`src/design/disp_pkg.sv`:
```
// display timing package
// 640x480 VGA raster constants, pixel color widths and pixel queue sizing

package disp_pkg;

    // ####################
    // horizontal timing, in clocks
    localparam int h_active = 640;
    localparam int h_front  = 16;
    localparam int h_sync   = 96;
    localparam int h_back   = 48;
    localparam int h_total  = h_active + h_front + h_sync + h_back;  // 800

    localparam int h_sync_start = h_active + h_front;
    localparam int h_sync_end   = h_sync_start + h_sync;

    // ####################
    // vertical timing, in lines
    localparam int v_active = 480;
    localparam int v_front  = 10;
    localparam int v_sync   = 2;
    localparam int v_back   = 33;
    localparam int v_total  = v_active + v_front + v_sync + v_back;  // 525

    localparam int v_sync_start = v_active + v_front;
    localparam int v_sync_end   = v_sync_start + v_sync;

    localparam int h_cnt_w = 10;
    localparam int v_cnt_w = 10;

    // color, R in the top byte
    localparam int color_w = 8;
    localparam int pixel_w = 3 * color_w;

    localparam int frame_pixels = h_active * v_active;        // 307200
    localparam int pix_idx_w    = $clog2(frame_pixels + 1);

    // pixel queue
    localparam int fifo_depth = 16;
    localparam int fifo_ptr_w = $clog2(fifo_depth);
    localparam int fifo_cnt_w = $clog2(fifo_depth + 1);       // holds 0..fifo_depth

endpackage

```
`src/design/mem_pkg.sv`:
```
// memory port package
// frame buffer address and word sizes, read pipelining limit

package mem_pkg;

    localparam int addr_w = 26;             // byte address
    localparam int data_w = 32;             // one word per pixel

    localparam int bytes_per_pixel = 4;

    // memory answers within 8 cycles, so never more than 8 reads pending
    localparam int max_outstanding = 8;
    localparam int inflight_w      = $clog2(2 * max_outstanding);

endpackage

```
`src/design/frame_regs.sv`:
```
// frame registers
// shadow copies of the frame buffer base and display enable, so a frame
// is never torn, plus the sticky vertical blank flag for software

`timescale 1ns/1ps

module frame_regs (
    input  logic                       clk,
    input  logic                       rst,
    input  logic [mem_pkg::addr_w-1:0] disp_addr,
    input  logic                       disp_on,
    input  logic                       clr_vblank,
    input  logic                       frame_start,
    input  logic                       vblank_start,
    output logic [mem_pkg::addr_w-1:0] cur_addr,
    output logic                       cur_on,
    output logic                       vblank
);

    logic on_q;     // enable held for the rest of the frame

    // ####################
    // shadow registers
    //
    // the fetch runs ahead of the scan and starts on the next frame
    // at the top of vertical blanking, so the base is taken there.
    // the enable only matters at the pins and is taken at frame start
    always_ff @(posedge clk) begin
        if (rst) begin
            cur_addr <= '0;
            on_q     <= 1'b0;
        end else begin
            if (vblank_start) begin
                cur_addr <= disp_addr;
            end
            if (frame_start) begin
                on_q <= disp_on;
            end
        end
    end

    // new enable already applies to pixel 0 of the frame
    assign cur_on = frame_start ? disp_on : on_q;

    // ####################
    // vertical blank flag, set beats clear
    always_ff @(posedge clk) begin
        if (rst) begin
            vblank <= 1'b0;
        end else if (vblank_start) begin
            vblank <= 1'b1;
        end else if (clr_vblank) begin
            vblank <= 1'b0;
        end
    end

endmodule

```
`src/design/raster_timing.sv`:
```
// raster timing generator
// pixel and line counters for 640x480, active-low syncs, active area
// and the frame start / vblank start events

`timescale 1ns/1ps

module raster_timing (
    input  logic                        clk,
    input  logic                        rst,
    output logic [disp_pkg::h_cnt_w-1:0] h_cnt,
    output logic [disp_pkg::v_cnt_w-1:0] v_cnt,
    output logic                        active,
    output logic                        hs_raw,
    output logic                        vs_raw,
    output logic                        frame_start,
    output logic                        vblank_start
);

    import disp_pkg::*;

    logic h_last;
    logic v_last;
    logic primed;       // queue has been filled once since reset

    assign h_last = (h_cnt == h_cnt_w'(h_total - 1));
    assign v_last = (v_cnt == v_cnt_w'(v_total - 1));

    always_ff @(posedge clk) begin
        if (rst) begin
            h_cnt  <= '0;
            v_cnt  <= '0;
            primed <= 1'b0;
        end else begin
            if (h_last) begin
                h_cnt <= '0;
                v_cnt <= v_last ? '0 : v_cnt + 1'b1;
            end else begin
                h_cnt <= h_cnt + 1'b1;
            end
            // frame 0 starts with an empty queue, so it stays blank
            if (vblank_start) begin
                primed <= 1'b1;
            end
        end
    end

    // ####################
    // decoded raster outputs
    assign active = primed && (h_cnt < h_active) && (v_cnt < v_active);

    assign hs_raw = !((h_cnt >= h_sync_start) && (h_cnt < h_sync_end));
    assign vs_raw = !((v_cnt >= v_sync_start) && (v_cnt < v_sync_end));

    assign frame_start  = (h_cnt == '0) && (v_cnt == '0);
    assign vblank_start = (h_cnt == '0) && (v_cnt == v_cnt_w'(v_active));

    // both counters wrap inside one frame
    a_raster_range: assert property (@(posedge clk) disable iff (rst)
        (h_cnt < h_total) && (v_cnt < v_total))
        else $error("raster counter out of range h=%0d v=%0d", h_cnt, v_cnt);

endmodule

```
`src/design/pixel_fetch.sv`:
```
// pixel fetch
// reads the frame's pixels from memory in scan order, one word per pixel,
// keeping the pixel queue topped up ahead of the scan

`timescale 1ns/1ps

module pixel_fetch (
    input  logic                           clk,
    input  logic                           rst,
    input  logic [mem_pkg::addr_w-1:0]     cur_addr,
    input  logic                           vblank_start,
    input  logic [disp_pkg::fifo_cnt_w-1:0] fill,
    input  logic                           rd_valid,
    input  logic [mem_pkg::data_w-1:0]     rd_data,
    output logic                           rd_req,
    output logic [mem_pkg::addr_w-1:0]     rd_addr,
    output logic                           push,
    output logic [disp_pkg::pixel_w-1:0]   push_data
);

    import disp_pkg::*;
    import mem_pkg::*;

    logic [pix_idx_w-1:0]  pix_idx;     // next pixel to request
    logic [inflight_w-1:0] in_flight;   // issued in earlier cycles, not yet back
    logic [fifo_cnt_w:0]   committed;   // queue slots spoken for
    logic                  done;
    logic                  can_issue;

    assign done      = (pix_idx == pix_idx_w'(frame_pixels));
    assign committed = (fifo_cnt_w + 1)'(fill) + (fifo_cnt_w + 1)'(in_flight)
                     + (fifo_cnt_w + 1)'(rd_req);
    assign can_issue = !done && (committed < fifo_depth);

    always_ff @(posedge clk) begin
        if (rst) begin
            rd_req    <= 1'b0;
            pix_idx   <= '0;
            in_flight <= '0;
        end else begin
            case ({rd_req, rd_valid})
                2'b10:   in_flight <= in_flight + 1'b1;
                2'b01:   in_flight <= in_flight - 1'b1;
                default: ;
            endcase

            if (vblank_start) begin     // queue is flushed, start the next frame
                rd_req  <= 1'b0;
                pix_idx <= '0;
            end else begin
                rd_req <= can_issue;
                if (can_issue) begin
                    pix_idx <= pix_idx + 1'b1;
                end
            end
        end
    end

    always_ff @(posedge clk) begin
        if (can_issue) begin
            rd_addr <= cur_addr + addr_w'(pix_idx) * addr_w'(bytes_per_pixel);
        end
    end

    // low 24 bits carry RGB, top byte is ignored
    assign push      = rd_valid;
    assign push_data = rd_data[pixel_w-1:0];

    // memory latency contract
    a_inflight_max: assert property (@(posedge clk) disable iff (rst)
        in_flight <= max_outstanding)
        else $error("too many reads in flight: %0d", in_flight);

    a_valid_owed: assert property (@(posedge clk) disable iff (rst)
        rd_valid |-> (in_flight != '0))
        else $error("rd_valid without an outstanding read");

endmodule

```
`src/design/pixel_queue.sv`:
```
// pixel queue
// show-ahead FIFO between the memory returns and the scan

`timescale 1ns/1ps

module pixel_queue (
    input  logic                           clk,
    input  logic                           rst,
    input  logic                           flush,
    input  logic                           push,
    input  logic [disp_pkg::pixel_w-1:0]   push_data,
    input  logic                           pop,
    output logic [disp_pkg::pixel_w-1:0]   pop_data,
    output logic [disp_pkg::fifo_cnt_w-1:0] fill
);

    import disp_pkg::*;

    logic [pixel_w-1:0]    mem [fifo_depth];
    logic [fifo_ptr_w-1:0] wr_ptr;
    logic [fifo_ptr_w-1:0] rd_ptr;

    always_ff @(posedge clk) begin
        if (rst || flush) begin
            wr_ptr <= '0;
            rd_ptr <= '0;
            fill   <= '0;
        end else begin
            if (push) begin
                wr_ptr <= wr_ptr + 1'b1;    // wraps at fifo_depth
            end
            if (pop) begin
                rd_ptr <= rd_ptr + 1'b1;
            end
            case ({push, pop})
                2'b10:   fill <= fill + 1'b1;
                2'b01:   fill <= fill - 1'b1;
                default: ;
            endcase
        end
    end

    always_ff @(posedge clk) begin
        if (push) begin
            mem[wr_ptr] <= push_data;
        end
    end

    assign pop_data = mem[rd_ptr];  // head, valid whenever fill is nonzero

    a_no_overflow: assert property (@(posedge clk) disable iff (rst || flush)
        push |-> (fill != fifo_cnt_w'(fifo_depth)))
        else $error("pixel queue push while full");

    a_no_underflow: assert property (@(posedge clk) disable iff (rst || flush)
        pop |-> (fill != '0))
        else $error("pixel queue pop while empty, fetch fell behind");

endmodule

```
`src/design/video_out.sv`:
```
// video output stage
// one register stage in front of the VGA pins, color split into channels,
// black while blanking or while the display is switched off

`timescale 1ns/1ps

module video_out (
    input  logic                         clk,
    input  logic                         rst,
    input  logic                         active,
    input  logic                         hs_raw,
    input  logic                         vs_raw,
    input  logic                         cur_on,
    input  logic [disp_pkg::pixel_w-1:0] pop_data,
    output logic [disp_pkg::color_w-1:0] vga_r,
    output logic [disp_pkg::color_w-1:0] vga_g,
    output logic [disp_pkg::color_w-1:0] vga_b,
    output logic                         vga_hs,
    output logic                         vga_vs,
    output logic                         vga_blank_n
);

    import disp_pkg::*;

    // sync and blank, inactive out of reset
    always_ff @(posedge clk) begin
        if (rst) begin
            vga_hs      <= 1'b1;
            vga_vs      <= 1'b1;
            vga_blank_n <= 1'b0;
        end else begin
            vga_hs      <= hs_raw;
            vga_vs      <= vs_raw;
            vga_blank_n <= active;
        end
    end

    // ####################
    // color channels
    always_ff @(posedge clk) begin
        if (active && cur_on) begin
            vga_r <= pop_data[2*color_w +: color_w];
            vga_g <= pop_data[color_w +: color_w];
            vga_b <= pop_data[0 +: color_w];
        end else begin
            vga_r <= '0;    // black outside the picture
            vga_g <= '0;
            vga_b <= '0;
        end
    end

endmodule

```
`src/design/display.sv`:
```
// frame buffer display top level
// frame registers, raster timing, pixel fetch and queue, VGA output stage

`timescale 1ns/1ps

module display (
    input  logic                         clk,
    input  logic                         rst,
    input  logic [mem_pkg::addr_w-1:0]   disp_addr,
    input  logic                         disp_on,
    input  logic                         clr_vblank,
    input  logic                         rd_valid,
    input  logic [mem_pkg::data_w-1:0]   rd_data,
    output logic                         vblank,
    output logic                         rd_req,
    output logic [mem_pkg::addr_w-1:0]   rd_addr,
    output logic [disp_pkg::color_w-1:0] vga_r,
    output logic [disp_pkg::color_w-1:0] vga_g,
    output logic [disp_pkg::color_w-1:0] vga_b,
    output logic                         vga_hs,
    output logic                         vga_vs,
    output logic                         vga_blank_n
);

    import disp_pkg::*;
    import mem_pkg::*;

    logic [addr_w-1:0]     cur_addr;
    logic                  cur_on;
    logic                  frame_start, vblank_start;
    logic                  active, hs_raw, vs_raw;
    logic                  push;
    logic [pixel_w-1:0]    push_data, pop_data;
    logic [fifo_cnt_w-1:0] fill;

    frame_regs u_regs (
        .clk, .rst, .disp_addr, .disp_on, .clr_vblank,
        .frame_start, .vblank_start, .cur_addr, .cur_on, .vblank
    );

    // raster position is not needed past the decoded outputs
    raster_timing u_timing (
        .clk, .rst, .h_cnt(), .v_cnt(), .active, .hs_raw, .vs_raw,
        .frame_start, .vblank_start
    );

    pixel_fetch u_fetch (
        .clk, .rst, .cur_addr, .vblank_start, .fill, .rd_valid, .rd_data,
        .rd_req, .rd_addr, .push, .push_data
    );

    pixel_queue u_queue (
        .clk, .rst, .flush(vblank_start), .push, .push_data,
        .pop(active), .pop_data, .fill
    );

    video_out u_out (
        .clk, .rst, .active, .hs_raw, .vs_raw, .cur_on, .pop_data,
        .vga_r, .vga_g, .vga_b, .vga_hs, .vga_vs, .vga_blank_n
    );

endmodule

```
`config.mk`:
```
export PLATFORM = sky130hd
export DESIGN_NAME = display
export DESIGN_NICKNAME = d
export VERILOG_FILES = /design/src/design/disp_pkg.sv /design/src/design/mem_pkg.sv /design/src/design/frame_regs.sv /design/src/design/raster_timing.sv /design/src/design/pixel_fetch.sv /design/src/design/pixel_queue.sv /design/src/design/video_out.sv /design/src/design/display.sv
export SDC_FILE = /design/constraint.sdc
export NUM_CORES = 1
export LEC_CHECK = 0
export ABC_AREA = 1
export BUFFER_PORTS_ARGS = -buffer_cell sky130_fd_sc_hd__buf_2
export CAP_MARGIN = 10
export CELL_PAD_IN_SITES_DETAIL_PLACEMENT = 2
export CELL_PAD_IN_SITES_GLOBAL_PLACEMENT = 2
export CORE_ASPECT_RATIO = 1.25
export CORE_MARGIN = 1.5
export CORE_UTILIZATION = 40
export DETAILED_ROUTE_END_ITERATION = 7
export PLACE_DENSITY = 0.8
export SYNTH_ARGS = -nofsm -noshare
export SYNTH_HDL_FRONTEND = slang
export SYNTH_HIERARCHICAL = 1
export SYNTH_SLANG_ARGS = --single-unit
```
`constraint.sdc`:
```
create_clock -name clk -period 3.3 [get_ports clk]
set_clock_uncertainty 0.1 [all_clocks]
set_input_delay 0.165 -clock clk [delete_from_list [all_inputs] [get_ports clk]]
set_output_delay 0.165 -clock clk [all_outputs]
set_load 0.05 [all_outputs]
```
==> qor.yml <==
grt_antenna_before_repair: 3
place_congestion: 0.820
intPower_mw: 11.3
n_fill_cell: 6061
dieArea_um2: 60100
track_usage_pct: 25.3
swShare_pct: 22.6
numCtsBuffers: 54
cts_resized: 0
synth_nets: 2385
nets: 2529
hold_path_class: "in -> reg"
multiInputGateArea_um2: 6960
drive_gt1_share_pct: 12.6
io_buffers: 109
cp.arrival_ps: 2930
finalMaxSlewViolations: 0
core_um2: 58200
p_comb_share_pct: 5.0
clockRootBuffer: "clkbuf_16"
syn_area_um2: 23500
yosysWarningCount: 6
worst_slew_margin_rel_pct: 42.3
ys_seq_area_share_pct: 62.5
cellPowerDensity_nw_per_um2: 538
insertion_delay_ps: 610
ys.flop_type: "edfxtp_1"
h-tree-depth: 2
clockBufferDepth: 3
clockPowerShare_pct: 44.9
max_slew.worst_pin.slew_ps: 866
synth_edf_count: 410
antenna_left: 0
clock-sinks: 527
routedWlPerCell_um: 23.4
critPathKind: "reg -> reg"
seq_area_um2: 14700
fmax_ghz: 0.403
grt_pass1_vias: 19200
crit_required_ps: 3750
period_share_pct: 75.1
async_flop_share_pct: 0
tritoncts: "built"
ir_drop_mv: 0.435
status: "complete, no violations"
dp_hpwl_mm: 45.6
synthCells: 2279
syn_area_per_cell_um2: 10.3
p_sw_mw: 3.31
setup_viol: 0
start_util_pct: 40.3
rsz0062_at_grt: "false"
row_count: 99
io_pins: 118
path_clk_slew_ps: 60
holdWs_ps: 226
initialDrtViolationCount: 1046
post_cts_buffers: 0
drt_wl_total_mm: 75.4
seq_power_share_pct: 50.1
via_per_inst: 5.39
first_pass_iters: 5
hold_viol: 0
route.detailed.drc: 0
grt_max_degree: 81
min_period_ps: 2480
worstSetupEndpointType: "register"
path_max_fanout: 27
cts_hold_buffers: 56
n_antenna_cell: 0
die_h_um: 274
total_power_mw: 14.6
critPathLaunchType: "register"
synth.distinct_cells: 45
area_growth_pct: 16.0
grt_pass1_wl_mm: 115
gr-total-overflow: 0
max-cap-violations: 0
vias: 17400
synth_seq_cells: 527
static-leakage-power_nw: 10.6
die-width_um: 220
setup_tns_ps: 0
==> cells in the mapped netlist, types with 10 or more instances <==
| cell type | count | area, um2 |
|---|---|---|
| buf_6 | 13 | 146 |
| nand3_1 | 210 | 1050 |
| clkbuf_1 | 27 | 101 |
| edfxtp_1 | 410 | 12300 |
| dfxtp_1 | 117 | 2340 |
| nor2_2 | 27 | 169 |
| o211ai_1 | 98 | 736 |
| inv_1 | 313 | 1170 |
| o21ai_0 | 109 | 546 |
| buf_2 | 20 | 100 |
| buf_1 | 10 | 37.5 |
| buf_4 | 50 | 375 |
| a21oi_1 | 159 | 796 |
| ha_1 | 41 | 513 |
| nor3_1 | 10 | 50.1 |
| o21ai_1 | 36 | 180 |
| xnor2_1 | 14 | 123 |
| nand2_1 | 350 | 1310 |
| nand4_1 | 16 | 100 |
| nor2_1 | 172 | 646 |
| xor2_1 | 20 | 175 |
==> power groups by stage <==
stage          Combinational, mW  Clock, mW  Sequential (mW)
4_1_cts                    0.736       6.73             7.34
3_5_place_dp               0.674          0             7.48
2_1_floorplan              0.299          0             7.61
3_3_place_gp               0.633          0             7.47
6_report                   0.728       6.58             7.34
5_1_grt                    0.789       6.93             7.35
==> cell usage in the layout (no fill, tap or decap), types with 33 or more instances in the layout <==
cell	synthesis	layout
inv_1	313	312
nand2_1	350	350
nand3_1	210	210
o21ai_1	36	36
o21ai_0	109	109
clkbuf_16	0	55
o211ai_1	98	98
ha_1	41	41
dfxtp_1	117	114
buf_4	50	33
buf_2	20	109
edfxtp_1	410	410
nor2_1	172	155
a21oi_1	159	159
dlygate4sd3_1	0	56
==> kinds of logic (layout without fill, tap and decap cells) <==
| group | Yosys count | after routing | synth area share (%) |
|---|---|---|---|
| buf+inv | 439 | 629 | 8.39 |
| fa+ha+maj | 43 | 43 | 2.36 |
| xor+xnor | 34 | 34 | 1.27 |
| simple gates | 823 | 823 | 15.5 |
| compound gates | 413 | 413 | 9.99 |
| flops | 527 | 527 | 62.5 |
==> sequential cells by signal (all words and copies together) (netlist names), named ones only <==
| name | flops |
|---|---|
| u_queue/mem | 384 |
| u_fetch/rd_addr | 26 |
| u_regs/cur_addr | 26 |
| u_fetch/pix_idx | 19 |
| u_timing/h_cnt | 10 |
| u_timing/v_cnt | 10 |
| u_out/vga_b | 8 |
| u_out/vga_g | 8 |
| u_out/vga_r | 8 |
| u_queue/fill | 5 |
| u_fetch/in_flight | 4 |
| u_queue/rd_ptr | 4 |
| u_queue/wr_ptr | 4 |
| u_fetch/rd_req | 1 |
| u_out/vga_blank_n | 1 |
| u_out/vga_hs | 1 |
| u_out/vga_vs | 1 |
| u_regs/on_q | 1 |
| u_regs/vblank | 1 |
| u_timing/primed | 1 |
==> worst paths after layout <==
check | from | to | slack [ps] | depth (start not counted)
worst max-delay path | u_timing/v_cnt[0] | u_regs/vblank | 820 | 10
worst min-delay path | disp_addr[21] | u_regs/cur_addr[21] | 230 | 4
worst max register to register | u_timing/v_cnt[0] | u_regs/vblank | 820 | 10
worst min register to register | u_regs/cur_addr[0] | u_fetch/rd_addr[0] | 330 | 0
==> cell type report <==
| class | instances | share of cell area [%] |
|---|---|---|
| sequential | 527 | 53.9 |
| multi-input combinational | 1313 | 25.6 |
| timing repair buffer | 208 | 5.71 |
| clock buffer | 71 | 5.43 |
| inverter | 319 | 4.44 |
| tap | 757 | 3.48 |
| clock inverter | 31 | 1.49 |
==> critical path, stage by stage (launching register included) <==
cell and delay, ps:
dfxtp_1 340, inv_1 130, ha_1 220, nand3_1 100
nor2_1 130, nand2_1 90, inv_1 140, buf_4 320
inv_8 130, a21oi_2 150, dlygate4sd3_1 560
==> metal layers <==
layer	vias up	part of all wire, %	GRT usage, %
li1	7996	-	-
met1	8861	38	29.0
met2	381	55	47.6
met3	150	3.8	3.34
met4	6	3.4	8.99
met5	-	0.052	0
==> per-stage QoR <==
stage	cells	util (%)	cell area, um2	setup WS, ps
5_1_grt	3226	46.7	27200	498
3_5_place_dp	3068	42.5	24800	835
6_report	3226	46.7	27200	820
2_1_floorplan	2279	-	23500	592
3_3_place_gp	3068	42.5	24800	802
4_1_cts	3226	46.7	27200	776
Note: power is estimated with default switching activity, not from simulation.
